$ cat src/rtl/carry_ctrl_pkg.sv
// Carry resolver control encodings: word classes, hold states and group slot count
package carry_ctrl_pkg;

    // --------------------------------------------------
    // Word classification
    // --------------------------------------------------

    // WORD_EXTEND is 0xFF with a clear carry, which only grows the run
    // while a byte is held. Every other valid word is WORD_RESOLVE
    typedef enum logic [1:0] {
        WORD_NONE    = 2'd0,
        WORD_EXTEND  = 2'd1,
        WORD_RESOLVE = 2'd2
    } word_kind_t;

    // --------------------------------------------------
    // Hold state
    // --------------------------------------------------

    // Whether a byte is waiting for a possible carry from a later word
    typedef enum logic {
        HOLD_EMPTY = 1'b0,
        HOLD_BYTE  = 1'b1
    } hold_state_t;

    // Two resolving words plus one flush can release at most three groups
    localparam int NUM_GROUPS = 3;

endpackage

$ cat src/rtl/coder_types_pkg.sv
// Coder word types: byte, word and run widths shared by the carry resolver datapath
package coder_types_pkg;

    // --------------------------------------------------
    // Widths
    // --------------------------------------------------

    // One resolved output byte
    localparam int BYTE_W = 8;

    // One coder word is a byte with its carry bit sitting right above it
    localparam int WORD_W = BYTE_W + 1;

    // Up to two words enter per cycle, so two bits are enough for the count
    localparam int WORD_COUNT_W = 2;

    // --------------------------------------------------
    // Types
    // --------------------------------------------------

    // A byte that is held, resolved or released as a fill value
    typedef logic [BYTE_W-1:0] byte_t;

    // A raw coder word, carry in the MSB
    typedef logic [WORD_W-1:0] word_t;

    // Number of valid words this cycle; 3 is treated like 2
    typedef logic [WORD_COUNT_W-1:0] word_count_t;

    // An all-ones byte without carry only extends the pending run
    localparam byte_t FF_BYTE = '1;

endpackage
$ cat src/rtl/carry_prop_top.sv
// Carry propagation top: resolves coder word carries into compressed byte groups
module carry_prop_top #(
    parameter int RUN_W = 8
) (
    input  logic                        clk,
    input  logic                        arst_n,
    input  logic                        start,
    input  logic                        flush,
    input  coder_types_pkg::word_count_t word_count,
    input  coder_types_pkg::word_t      word_1,
    input  coder_types_pkg::word_t      word_2,
    output logic                        group_0_valid,
    output logic                        group_1_valid,
    output logic                        group_2_valid,
    output coder_types_pkg::byte_t      group_0_lead,
    output coder_types_pkg::byte_t      group_1_lead,
    output coder_types_pkg::byte_t      group_2_lead,
    output coder_types_pkg::byte_t      group_0_fill,
    output coder_types_pkg::byte_t      group_1_fill,
    output coder_types_pkg::byte_t      group_2_fill,
    output logic [RUN_W-1:0]            group_0_run,
    output logic [RUN_W-1:0]            group_1_run,
    output logic [RUN_W-1:0]            group_2_run,
    output logic                        last
);
    import coder_types_pkg::*;
    import carry_ctrl_pkg::*;

    // Decode to execute
    word_kind_t kind_1;
    word_kind_t kind_2;
    byte_t      byte_1;
    byte_t      byte_2;
    logic       carry_1;
    logic       carry_2;

    // Execute to result
    logic             emit_0;
    logic             emit_1;
    logic             emit_2;
    byte_t            held_0;
    byte_t            held_1;
    byte_t            held_2;
    logic             grp_carry_0;
    logic             grp_carry_1;
    logic             grp_carry_2;
    logic [RUN_W-1:0] run_0;
    logic [RUN_W-1:0] run_1;
    logic [RUN_W-1:0] run_2;
    logic             flush_done;

    carry_word_decode carry_word_decode_inst (
        .word_count (word_count),
        .word_1     (word_1),
        .word_2     (word_2),
        .kind_1     (kind_1),
        .kind_2     (kind_2),
        .byte_1     (byte_1),
        .byte_2     (byte_2),
        .carry_1    (carry_1),
        .carry_2    (carry_2)
    );

    carry_resolve_exec #(
        .RUN_W (RUN_W)
    ) carry_resolve_exec_inst (
        .clk        (clk),
        .arst_n     (arst_n),
        .start      (start),
        .flush      (flush),
        .kind_1     (kind_1),
        .kind_2     (kind_2),
        .byte_1     (byte_1),
        .byte_2     (byte_2),
        .carry_1    (carry_1),
        .carry_2    (carry_2),
        .emit_0     (emit_0),
        .emit_1     (emit_1),
        .emit_2     (emit_2),
        .held_0     (held_0),
        .held_1     (held_1),
        .held_2     (held_2),
        .carry_0    (grp_carry_0),
        .carry_1_o  (grp_carry_1),
        .carry_2_o  (grp_carry_2),
        .run_0      (run_0),
        .run_1      (run_1),
        .run_2      (run_2),
        .flush_done (flush_done)
    );

    carry_group_result #(
        .RUN_W (RUN_W)
    ) carry_group_result_inst (
        .clk           (clk),
        .arst_n        (arst_n),
        .emit_0        (emit_0),
        .emit_1        (emit_1),
        .emit_2        (emit_2),
        .held_0        (held_0),
        .held_1        (held_1),
        .held_2        (held_2),
        .carry_0       (grp_carry_0),
        .carry_1       (grp_carry_1),
        .carry_2       (grp_carry_2),
        .run_0         (run_0),
        .run_1         (run_1),
        .run_2         (run_2),
        .flush_done    (flush_done),
        .group_0_valid (group_0_valid),
        .group_1_valid (group_1_valid),
        .group_2_valid (group_2_valid),
        .group_0_lead  (group_0_lead),
        .group_1_lead  (group_1_lead),
        .group_2_lead  (group_2_lead),
        .group_0_fill  (group_0_fill),
        .group_1_fill  (group_1_fill),
        .group_2_fill  (group_2_fill),
        .group_0_run   (group_0_run),
        .group_1_run   (group_1_run),
        .group_2_run   (group_2_run),
        .last          (last)
    );

endmodule

$ cat src/rtl/carry_group_result.sv
// Carry group result: forms lead and fill bytes and registers the released groups
module carry_group_result #(
    parameter int RUN_W = 8
) (
    input  logic                   clk,
    input  logic                   arst_n,
    input  logic                   emit_0,
    input  logic                   emit_1,
    input  logic                   emit_2,
    input  coder_types_pkg::byte_t held_0,
    input  coder_types_pkg::byte_t held_1,
    input  coder_types_pkg::byte_t held_2,
    input  logic                   carry_0,
    input  logic                   carry_1,
    input  logic                   carry_2,
    input  logic [RUN_W-1:0]       run_0,
    input  logic [RUN_W-1:0]       run_1,
    input  logic [RUN_W-1:0]       run_2,
    input  logic                   flush_done,
    output logic                   group_0_valid,
    output logic                   group_1_valid,
    output logic                   group_2_valid,
    output coder_types_pkg::byte_t group_0_lead,
    output coder_types_pkg::byte_t group_1_lead,
    output coder_types_pkg::byte_t group_2_lead,
    output coder_types_pkg::byte_t group_0_fill,
    output coder_types_pkg::byte_t group_1_fill,
    output coder_types_pkg::byte_t group_2_fill,
    output logic [RUN_W-1:0]       group_0_run,
    output logic [RUN_W-1:0]       group_1_run,
    output logic [RUN_W-1:0]       group_2_run,
    output logic                   last
);
    import coder_types_pkg::*;
    import carry_ctrl_pkg::*;

    logic             emit_in  [NUM_GROUPS];
    byte_t            held_in  [NUM_GROUPS];
    logic             carry_in [NUM_GROUPS];
    logic [RUN_W-1:0] run_in   [NUM_GROUPS];

    logic             valid_q  [NUM_GROUPS];
    byte_t            lead_q   [NUM_GROUPS];
    byte_t            fill_q   [NUM_GROUPS];
    logic [RUN_W-1:0] run_q    [NUM_GROUPS];
    logic             last_q;

    assign emit_in  = '{emit_0, emit_1, emit_2};
    assign held_in  = '{held_0, held_1, held_2};
    assign carry_in = '{carry_0, carry_1, carry_2};
    assign run_in   = '{run_0, run_1, run_2};

    // --------------------------------------------------
    // Control flags
    // --------------------------------------------------

    always_ff @(posedge clk or negedge arst_n) begin
        if (!arst_n) begin
            for (int k = 0; k < NUM_GROUPS; k++) begin
                valid_q[k] <= 1'b0;
            end
            last_q <= 1'b0;
        end else begin
            for (int k = 0; k < NUM_GROUPS; k++) begin
                valid_q[k] <= emit_in[k];
            end
            last_q <= flush_done;
        end
    end

    // --------------------------------------------------
    // Group payload
    // --------------------------------------------------

    // Lead wraps modulo 256; a carry turns the whole 0xFF run into 0x00
    always_ff @(posedge clk) begin
        for (int k = 0; k < NUM_GROUPS; k++) begin
            lead_q[k] <= held_in[k] + {{(BYTE_W-1){1'b0}}, carry_in[k]};
            fill_q[k] <= carry_in[k] ? '0 : FF_BYTE;
            run_q[k]  <= run_in[k];
        end
    end

    assign group_0_valid = valid_q[0];
    assign group_1_valid = valid_q[1];
    assign group_2_valid = valid_q[2];
    assign group_0_lead  = lead_q[0];
    assign group_1_lead  = lead_q[1];
    assign group_2_lead  = lead_q[2];
    assign group_0_fill  = fill_q[0];
    assign group_1_fill  = fill_q[1];
    assign group_2_fill  = fill_q[2];
    assign group_0_run   = run_q[0];
    assign group_1_run   = run_q[1];
    assign group_2_run   = run_q[2];
    assign last          = last_q;

endmodule

$ cat src/rtl/carry_resolve_exec.sv
// Carry resolve execute: tracks the held byte and its 0xFF run and emits resolved groups
module carry_resolve_exec #(
    parameter int RUN_W = 8
) (
    input  logic                       clk,
    input  logic                       arst_n,
    input  logic                       start,
    input  logic                       flush,
    input  carry_ctrl_pkg::word_kind_t kind_1,
    input  carry_ctrl_pkg::word_kind_t kind_2,
    input  coder_types_pkg::byte_t     byte_1,
    input  coder_types_pkg::byte_t     byte_2,
    input  logic                       carry_1,
    input  logic                       carry_2,
    output logic                       emit_0,
    output logic                       emit_1,
    output logic                       emit_2,
    output coder_types_pkg::byte_t     held_0,
    output coder_types_pkg::byte_t     held_1,
    output coder_types_pkg::byte_t     held_2,
    output logic                       carry_0,
    output logic                       carry_1_o,
    output logic                       carry_2_o,
    output logic [RUN_W-1:0]           run_0,
    output logic [RUN_W-1:0]           run_1,
    output logic [RUN_W-1:0]           run_2,
    output logic                       flush_done
);
    import coder_types_pkg::*;
    import carry_ctrl_pkg::*;

    localparam int NUM_WORDS = 2;
    localparam int SLOT_W    = $clog2(NUM_GROUPS + 1);

    typedef logic [RUN_W-1:0] run_t;

    // Registered state
    hold_state_t hold_q;
    hold_state_t hold_d;
    byte_t       held_q;
    byte_t       held_d;
    run_t        run_q;
    run_t        run_d;

    // Word lanes as arrays so both words go through one loop
    word_kind_t  kind_in  [NUM_WORDS];
    byte_t       byte_in  [NUM_WORDS];
    logic        carry_in [NUM_WORDS];

    // Emitted groups in slot order
    logic        grp_emit  [NUM_GROUPS];
    byte_t       grp_held  [NUM_GROUPS];
    logic        grp_carry [NUM_GROUPS];
    run_t        grp_run   [NUM_GROUPS];
    logic [SLOT_W-1:0] slot;

    assign kind_in  = '{kind_1, kind_2};
    assign byte_in  = '{byte_1, byte_2};
    assign carry_in = '{carry_1, carry_2};

    // --------------------------------------------------
    // Sequential resolve of start, word 1, word 2, flush
    // --------------------------------------------------

    always_comb begin
        hold_d = hold_q;
        held_d = held_q;
        run_d  = run_q;
        slot   = '0;
        for (int k = 0; k < NUM_GROUPS; k++) begin
            grp_emit[k]  = 1'b0;
            grp_held[k]  = '0;
            grp_carry[k] = 1'b0;
            grp_run[k]   = '0;
        end

        // A new frame drops whatever the previous one left behind
        if (start) begin
            hold_d = HOLD_EMPTY;
            run_d  = '0;
        end

        for (int w = 0; w < NUM_WORDS; w++) begin
            if ((kind_in[w] == WORD_EXTEND) && (hold_d == HOLD_BYTE)) begin
                // The carry may still ripple through this 0xFF so it stays pending
                run_d = run_d + run_t'(1);
            end else if (kind_in[w] != WORD_NONE) begin
                if (hold_d == HOLD_BYTE) begin
                    grp_emit[slot]  = 1'b1;
                    grp_held[slot]  = held_d;
                    grp_carry[slot] = carry_in[w];
                    grp_run[slot]   = run_d;
                    slot            = slot + SLOT_W'(1);
                end
                hold_d = HOLD_BYTE;
                held_d = byte_in[w];
                run_d  = '0;
            end
        end

        // Flush releases the pending byte as is because no carry can follow any more
        if (flush) begin
            if (hold_d == HOLD_BYTE) begin
                grp_emit[slot]  = 1'b1;
                grp_held[slot]  = held_d;
                grp_carry[slot] = 1'b0;
                grp_run[slot]   = run_d;
            end
            hold_d = HOLD_EMPTY;
            run_d  = '0;
        end
    end

    // --------------------------------------------------
    // State registers
    // --------------------------------------------------

    always_ff @(posedge clk or negedge arst_n) begin
        if (!arst_n) begin
            hold_q <= HOLD_EMPTY;
            held_q <= '0;
            run_q  <= '0;
        end else begin
            hold_q <= hold_d;
            held_q <= held_d;
            run_q  <= run_d;
        end
    end

    // --------------------------------------------------
    // Slot outputs
    // --------------------------------------------------

    assign emit_0    = grp_emit[0];
    assign emit_1    = grp_emit[1];
    assign emit_2    = grp_emit[2];
    assign held_0    = grp_held[0];
    assign held_1    = grp_held[1];
    assign held_2    = grp_held[2];
    assign carry_0   = grp_carry[0];
    assign carry_1_o = grp_carry[1];
    assign carry_2_o = grp_carry[2];
    assign run_0     = grp_run[0];
    assign run_1     = grp_run[1];
    assign run_2     = grp_run[2];

    assign flush_done = flush;

endmodule

$ cat src/rtl/carry_word_decode.sv
// Carry word decode: splits each coder word into byte and carry and classifies it
module carry_word_decode (
    input  coder_types_pkg::word_count_t word_count,
    input  coder_types_pkg::word_t       word_1,
    input  coder_types_pkg::word_t       word_2,
    output carry_ctrl_pkg::word_kind_t   kind_1,
    output carry_ctrl_pkg::word_kind_t   kind_2,
    output coder_types_pkg::byte_t       byte_1,
    output coder_types_pkg::byte_t       byte_2,
    output logic                         carry_1,
    output logic                         carry_2
);
    import coder_types_pkg::*;
    import carry_ctrl_pkg::*;

    logic valid_1;
    logic valid_2;

    // Same classification for both lanes
    function automatic word_kind_t classify(input logic valid, input word_t word);
        word_kind_t kind;
        if (!valid) begin
            kind = WORD_NONE;
        end else if ((word[BYTE_W-1:0] == FF_BYTE) && !word[WORD_W-1]) begin
            kind = WORD_EXTEND;
        end else begin
            kind = WORD_RESOLVE;
        end
        return kind;
    endfunction

    // --------------------------------------------------
    // Lane validity
    // --------------------------------------------------

    // Any non-zero count enables word 1
    assign valid_1 = (word_count != '0);

    // Counts 2 and 3 both enable word 2
    assign valid_2 = word_count[1];

    // --------------------------------------------------
    // Split and classify
    // --------------------------------------------------

    assign byte_1  = word_1[BYTE_W-1:0];
    assign byte_2  = word_2[BYTE_W-1:0];
    assign carry_1 = word_1[WORD_W-1];
    assign carry_2 = word_2[WORD_W-1];

    assign kind_1 = classify(valid_1, word_1);
    assign kind_2 = classify(valid_2, word_2);

endmodule

$ cat config.mk
export PLATFORM = sky130hd
export DESIGN_NAME = carry_prop_top
export DESIGN_NICKNAME = d
export VERILOG_FILES = /design/src/rtl/carry_ctrl_pkg.sv /design/src/rtl/coder_types_pkg.sv /design/src/rtl/carry_prop_top.sv /design/src/rtl/carry_group_result.sv /design/src/rtl/carry_resolve_exec.sv /design/src/rtl/carry_word_decode.sv
export SDC_FILE = /design/constraint.sdc
export NUM_CORES = 1
export LEC_CHECK = 0
export BUFFER_PORTS_ARGS = -buffer_cell sky130_fd_sc_hd__buf_2
export CORE_MARGIN = 10
export CORE_UTILIZATION = 30
export CTS_CLUSTER_SIZE = 10
export DETAILED_ROUTE_END_ITERATION = 10
export PLACE_DENSITY_LB_ADDON = 0.3
export SKIP_LAST_GASP = 1
export SLEW_MARGIN = 20
export SYNTH_ARGS = -nofsm -noshare
export SYNTH_HDL_FRONTEND = slang
export SYNTH_SLANG_ARGS = --single-unit
$ cat constraint.sdc
create_clock -name clk -period 4.3 [get_ports clk]
set_input_delay 0.43 -clock clk [delete_from_list [all_inputs] [get_ports clk]]
set_output_delay 0.43 -clock clk [all_outputs]
set_load 0.05 [all_outputs]
==> results.json, run 1 <==
{
  "ioPinCount": 100,
  "seqPwrFrac_pct": 38.2,
  "grt_pass1_vias": 3330,
  "p_leak_nw": 1.93,
  "fmaxAchievable_mhz": 293,
  "fp.dieH_um": 130,
  "clock_sinks": 71,
  "syn2layout_area_growth_pct": 23.2,
  "gp_congestion": 0.925,
  "syn_area_um2": 3610,
  "grt_first_pass_wirelength_mm": 17.8,
  "post_cts_resized": 0,
  "cpPeakStageDelay_ps": 670,
  "cts_hold_buf": 0,
  "cts_root_buffer": "clkbuf_16",
  "mostFrequentLayoutCells": "91 x buf_2, 51 x nor2_1, 50 x dfxtp_1",
  "synth_async_sr_flop_share_pct": 29.6,
  "synth_fa_ha_area_share_pct": 2.43,
  "status": "finished, final reports clean",
  "worst-slew-pin-transition_ps": 649,
  "portBuffers": 91,
  "period_share_pct": 79.3,
  "path_max_fanout": 17,
  "antenna_left": 0,
  "viasPerCell": 5.18,
  "r2r-start": "carry_resolve_exec_inst.hold_q",
  "synth-seq-cells": 71,
  "hpwlAfterDp_mm": 8.64,
  "r2r-end": "carry_group_result_inst.lead_q[0][7]",
  "synth_cell_types": 73,
  "n_antenna_cell": 0,
  "final_core_util_pct": 37.3,
  "yosysSeqAreaShare_pct": 42.3,
  "cap_viol_max_count": 0,
  "routed_wl_mm": 11.4,
  "power_switching_share_pct": 30.9,
  "comb_power_share_pct": 20.0,
  "placed_cell_area_um2": 4130,
  "cpLargestDelayFamily": "compound AO/OA/AOI/OAI gates",
  "holdWs_ps": 101,
  "synth_simple_gate_area_share_pct": 22.0,
  "gr-total-overflow": 0,
  "wl_per_cell_um": 17.5,
  "instances_no_fill": 647,
  "slew_headroom_pct": 56.6,
  "grt_max_degree": 25,
  "clk_pin_slew_ps": 60,
  "min_period_ps": 3410,
  "cts_inserted_buffers": 9,
  "drive_above_1_share_pct": 27.2,
  "crit_path_cell_trace": "buf_2, nand2b_1, a311oi_2, inv_2, ha_1, a21o_1, nor2_1, a21oi_1, a21oi_1, o21ai_0, ha_1, and3_1, nand3b_1, xnor2_1",
  "synth_warnings": 0,
  "syn_avg_cell_area_um2": 8.87,
  "worstPathRequired_ps": 4510,
  "hp-class": "input port to asynchronous set/reset pin",
  "synth-compound-area-share_pct": 18.1,
  "synth_top_family_by_area": "simple AND/OR/NAND/NOR gates",
  "start_util_pct": 30.3,
  "row_count": 40,
  "dp_cells": 631,
  "dr.pass1.iters": 5,
  "synth_ff_type": "dfxtp_1",
  "r2r_slack_ps": 950,
  "intPower_mw": 1.29,
  "design_area_um2": 4450,
  "crit_type": "input port to register",
  "cts_tree": "built",
  "p_per_area_nw_per_um2": 420,
  "endpoint_kind": "register",
  "synthMuxAreaShare_pct": 3.99,
  "nNetsFinal": 526,
  "timing_hold_violations_final": 0,
  "drc": 0,
  "fp.dieW_um": 130,
  "fin_skew_ps": 5.41,
  "rsz0062_at_grt": "false",
  "cts_setup_buffers": 0,
  "fin_tns_setup_ps": 0,
  "final_common_cell": "buf_2",
  "clockPowerShare_pct": 41.8,
  "slew_viol_final": 0,
  "htree_num_levels": 3,
  "die_area_um2": 16800,
  "drt_iter0_drc": 446,
  "cp_data_arrival_time_ps": 3610,
  "critical_path_buf_inv_count": 2,
  "clock_path_buffers": 2,
  "ff2ff_path_depth": 13,
  "synth_edf_count": 0,
  "netSwitchingPower_mw": 0.578,
  "vias": 3353,
  "crit_slowest_cell": "ha_1",
  "synthXorXnorAreaFrac_pct": 3.15,
  "finalSetupViolCount": 0,
  "num-fill-cells": 1252,
  "grt_usage_pct": 13.2,
  "grt_antenna_before_repair": 0,
  "cp-start-kind": "input port",
  "clk-insertion-delay-late_ps": 320,
  "core-area_um2": 11900,
  "synthCells": 407,
  "ir_drop_v": 0.000244
}
[sequential cells by signal, summed over array words and instances, names as in the netlist]
name / count
carry_group_result_inst.run_q: 24
carry_group_result_inst.last: 1
carry_group_result_inst.group_0_valid: 1
carry_group_result_inst.group_1_valid: 1
carry_resolve_exec_inst.run_q: 8
carry_resolve_exec_inst.hold_q: 1
carry_group_result_inst.fill_q: 2
carry_group_result_inst.group_2_valid: 1
carry_group_result_inst.lead_q: 24
carry_resolve_exec_inst.held_q: 8
[per-stage QoR]
stage / total power, mW / setup slack [ps]
final: 1.87 / 891
after floorplan: 1.01 / 819
after detailed placement: 1.10 / 628
after global placement: 1.10 / 762
after CTS: 1.89 / 963
after global routing: 1.95 / 638
[cell type report]
| type | instances | area [µm²] | share of cell area (%) |
|---|---|---|---|
| Multi-Input combinational cell | 308 | 1880 | 42.4 |
| Sequential cell | 71 | 1530 | 34.3 |
| Timing Repair Buffer | 98 | 508 | 11.4 |
| Clock buffer | 10 | 229 | 5.15 |
| Tap cell | 147 | 184 | 4.14 |
| Clock inverter | 6 | 86.3 | 1.94 |
| Inverter | 7 | 27.5 | 0.619 |
[how the worst max path moves through the flow]
| stage | startpoint | to | slack (ps) | cells after the start |
|---|---|---|---|---|
| finish | start | carry_group_result_inst.lead_q[0][7] | 890 | 14 |
| global route | start | carry_group_result_inst.lead_q[0][6] | 640 | 14 |
| CTS | start | carry_group_result_inst.lead_q[0][7] | 960 | 14 |
| detailed placement | start | carry_group_result_inst.lead_q[0][7] | 630 | 14 |
| global placement | start | carry_group_result_inst.lead_q[0][7] | 760 | 14 |
| floorplan | start | carry_group_result_inst.lead_q[0][7] | 820 | 18 |
[routing by layer]
metal  vias up  track usage [%]  wire length [µm]
met5         -                0                 0
met4         0             3.70               187
met3        16             3.94              1050
met2       161             20.2              5050
met1      1571             17.7              5070
li1       1605                -                 -
[cell usage after synthesis (2+ instances only)]
cell type | number | area share, %
a21o_1 | 2 | 0.42
a21oi_1 | 26 | 3.6
a221oi_1 | 3 | 0.73
a22o_1 | 2 | 0.49
a22oi_1 | 4 | 0.83
a31oi_1 | 7 | 1.2
and2_1 | 2 | 0.35
and3_1 | 6 | 1.0
and4_1 | 3 | 0.73
buf_1 | 2 | 0.21
buf_2 | 5 | 0.69
buf_4 | 22 | 4.6
buf_6 | 2 | 0.62
clkbuf_1 | 9 | 0.94
conb_1 | 2 | 0.21
dfrtp_1 | 21 | 15
dfxtp_1 | 50 | 28
ha_1 | 7 | 2.4
inv_1 | 4 | 0.42
inv_2 | 2 | 0.21
mux2_2 | 3 | 0.94
mux2i_1 | 11 | 3.1
nand2_1 | 34 | 3.5
nand2b_1 | 4 | 0.69
nand3_1 | 10 | 1.4
nand3b_1 | 2 | 0.42
nand4_1 | 3 | 0.52
nand4b_1 | 2 | 0.49
nor2_1 | 51 | 5.3
nor2_2 | 2 | 0.35
nor2b_1 | 6 | 1.0
nor3_1 | 10 | 1.4
nor4_1 | 11 | 1.9
o2111ai_1 | 2 | 0.49
o21ai_0 | 18 | 2.5
o21ai_1 | 2 | 0.28
o22ai_1 | 3 | 0.52
o31ai_1 | 4 | 0.83
or3_1 | 3 | 0.52
xnor2_1 | 7 | 1.7
xor2_1 | 6 | 1.5
[power by group through the flow]
stage                     logic (mW)  clock network [mW]  registers, mW
after floorplan                0.169                   0          0.841
after global placement         0.370                   0          0.727
after detailed placement       0.371                   0          0.727
after CTS                      0.373               0.802          0.714
after global routing           0.395               0.839          0.717
final                          0.373               0.782          0.714
[cell families (layout without fill, tap and decap cells)]
logic type	Yosys count	count (layout)
xor+xnor	13	13
flops	71	71
other cells	2	21
fa+ha+maj	7	7
mux	14	14
simple gates	158	158
buf+inv	47	121
compound gates	95	95
Note: power is estimated with default switching activity, not from simulation.
==> inputs of run 2 (changes only) <==
==> constraint.sdc (replaced) <==
create_clock -name clk -period 2.93 [get_ports clk]
set_input_delay 0.293 -clock clk [delete_from_list [all_inputs] [get_ports clk]]
set_output_delay 0.293 -clock clk [all_outputs]
set_load 0.05 [all_outputs]
==> run 2 against run 1 <==
Utilization grew 2.6 points. Routed wire length grew 4.5%. Largest cell class unchanged. Critical endpoint is now carry_group_result_inst.lead_q[0][14]. Sequential share of layout area shrank 2.2 points. Highest routed layer unchanged.
==> results.json, run 2 (synthesized netlist as in run 1, its figures left out) <==
{
  "final_core_util_pct": 39.9,
  "min_delay_path_depth": 2,
  "fp.dieH_um": 130,
  "p_total_mw": 2.77,
  "period_share_pct": 90.9,
  "vias": 3529,
  "critPathCapture": "carry_group_result_inst.lead_q[0][14]",
  "mostFrequentLayoutCells": "91 x buf_2, 50 x dfxtp_1, 49 x nor2_1",
  "rsz0062_at_grt": "false",
  "cap_viol_max_count": 0,
  "reg_top3": "carry_group_result_inst.lead_q x24, carry_group_result_inst.run_q x24",
  "drc": 0,
  "cts_tree": "built",
  "viasPerCell": 5.18,
  "ioPinCount": 100,
  "antenna_left": 0,
  "drive_above_1_share_pct": 34.5,
  "clock_path_buffers": 2,
  "grt_first_pass_wirelength_mm": 18.3,
  "cts_root_buffer": "clkbuf_16",
  "clk-insertion-delay-late_ps": 350,
  "timing_hold_violations_final": 0,
  "fp.dieW_um": 130,
  "portBuffers": 91,
  "grt_pass1_vias": 3431,
  "slew_headroom_pct": 50.8,
  "final_common_cell": "buf_2",
  "grt_max_degree": 22,
  "ir_drop_v": 0.000244,
  "dr.pass1.iters": 5,
  "grt_usage_pct": 14.0,
  "finalSetupViolCount": 0,
  "cts_setup_buffers": 0,
  "n_antenna_cell": 0,
  "wl_per_cell_um": 17.4,
  "fin_tns_setup_ps": 0,
  "die_area_um2": 16800,
  "p_leak_nw": 2.08,
  "hpwlAfterDp_mm": 9.18,
  "gr-total-overflow": 0,
  "row_count": 40,
  "worstPathRequired_ps": 3160,
  "gp_congestion": 0.897,
  "cts_inserted_buffers": 9,
  "nNetsFinal": 560,
  "status": "finished, final reports clean",
  "hp-class": "input port to register",
  "clk_pin_slew_ps": 60,
  "path_max_fanout": 5,
  "core-area_um2": 11900,
  "min_period_ps": 2660,
  "ff2ff_path_depth": 12,
  "r2r-end": "carry_group_result_inst.lead_q[0][14]",
  "cp-start-kind": "register",
  "cp_data_arrival_time_ps": 2890,
  "r2r-start": "carry_resolve_exec_inst.hold_q",
  "crit_type": "register to register",
  "routed_wl_mm": 11.9,
  "syn2layout_area_growth_pct": 31.7,
  "grt_antenna_before_repair": 0,
  "slew_viol_final": 0,
  "endpoint_kind": "register",
  "htree_num_levels": 3,
  "clock_sinks": 71,
  "r2r_slack_ps": 270,
  "fin_skew_ps": 5.94,
  "fmaxAchievable_mhz": 376,
  "drt_iter0_drc": 352,
  "start_util_pct": 30.3,
  "p_per_area_nw_per_um2": 582,
  "worst-slew-pin-transition_ps": 728,
  "startpoint": "carry_resolve_exec_inst.hold_q"
}
## run 2: changes by cell type in the layout (fill, tap and decap cells not counted), moves of 2 or more
cell,delta
a21oi_2,+2
ha_2,+4
buf_4,+33
ha_1,-5
nor2_2,+2
a21oi_1,-2
nor2_1,-2
## run 2: layer usage
layer  wire [µm]  share of wire, %  track usage (%)
met5           0                 0                0
met4         297               2.5             5.36
met3        1040               8.8             5.44
met2        5280                45             21.5
met1        5240                44             17.4
## run 2: metrics by stage
| step | setup slack (ps) | hold slack [ps] | instance area [µm²] | cells |
|---|---|---|---|---|
| CTS | 160 | 312 | 4740 | 681 |
| floorplan | 7.70 | -2.59 | 3770 | 426 |
| detailed placement | 75.6 | 323 | 4430 | 664 |
| global route | 29.5 | 316 | 4750 | 681 |
| global placement | 67.5 | 321 | 4430 | 664 |
| finish | 268 | 316 | 4750 | 681 |
## run 2: layout make-up
type                    count  area, µm²
fillers                  1211       7160
multi-input cells         308       1950
repair buffers            132        766
clock inverters             5       57.6
clock buffers              11        243
flip-flops and latches     71       1530
inverters                   7       27.5
well taps                 147        184
## run 2: what timing repair did
item                       in CTS  in global routing
resized for setup               0                  3
hold endpoints to repair       21                  0
setup endpoints to repair       0                  3
hold buffers                    1                  0
## run 2: how the worst min path moves through the flow
| stage | start | endpoint | slack (ps) |
|---|---|---|---|
| after floorplan | arst_n | carry_group_result_inst.group_0_valid | -3 |
| after global placement | arst_n | carry_resolve_exec_inst.hold_q | 320 |
| after detailed placement | arst_n | carry_resolve_exec_inst.run_q[2] | 320 |
| after CTS | flush | carry_group_result_inst.last | 310 |
| after global routing | flush | carry_group_result_inst.last | 320 |
| final | flush | carry_group_result_inst.last | 320 |
## run 2: where the power goes
part,internal (mW),switching (mW)
clock,0.683,0.434
combinational,0.164,0.440
sequential,1.03,0.0193
## run 2: critical path, stage by stage, from the launching register on
cell and delay [ps]:
dfrtp_1 330, nand2b_1 140, buf_4 200, o41ai_2 330, mux2i_2 350, nor2_1 60
a21oi_1 120, o22ai_1 110, ha_2 230, ha_1 190, and2_4 150, and3_1 180
xor2_1 130
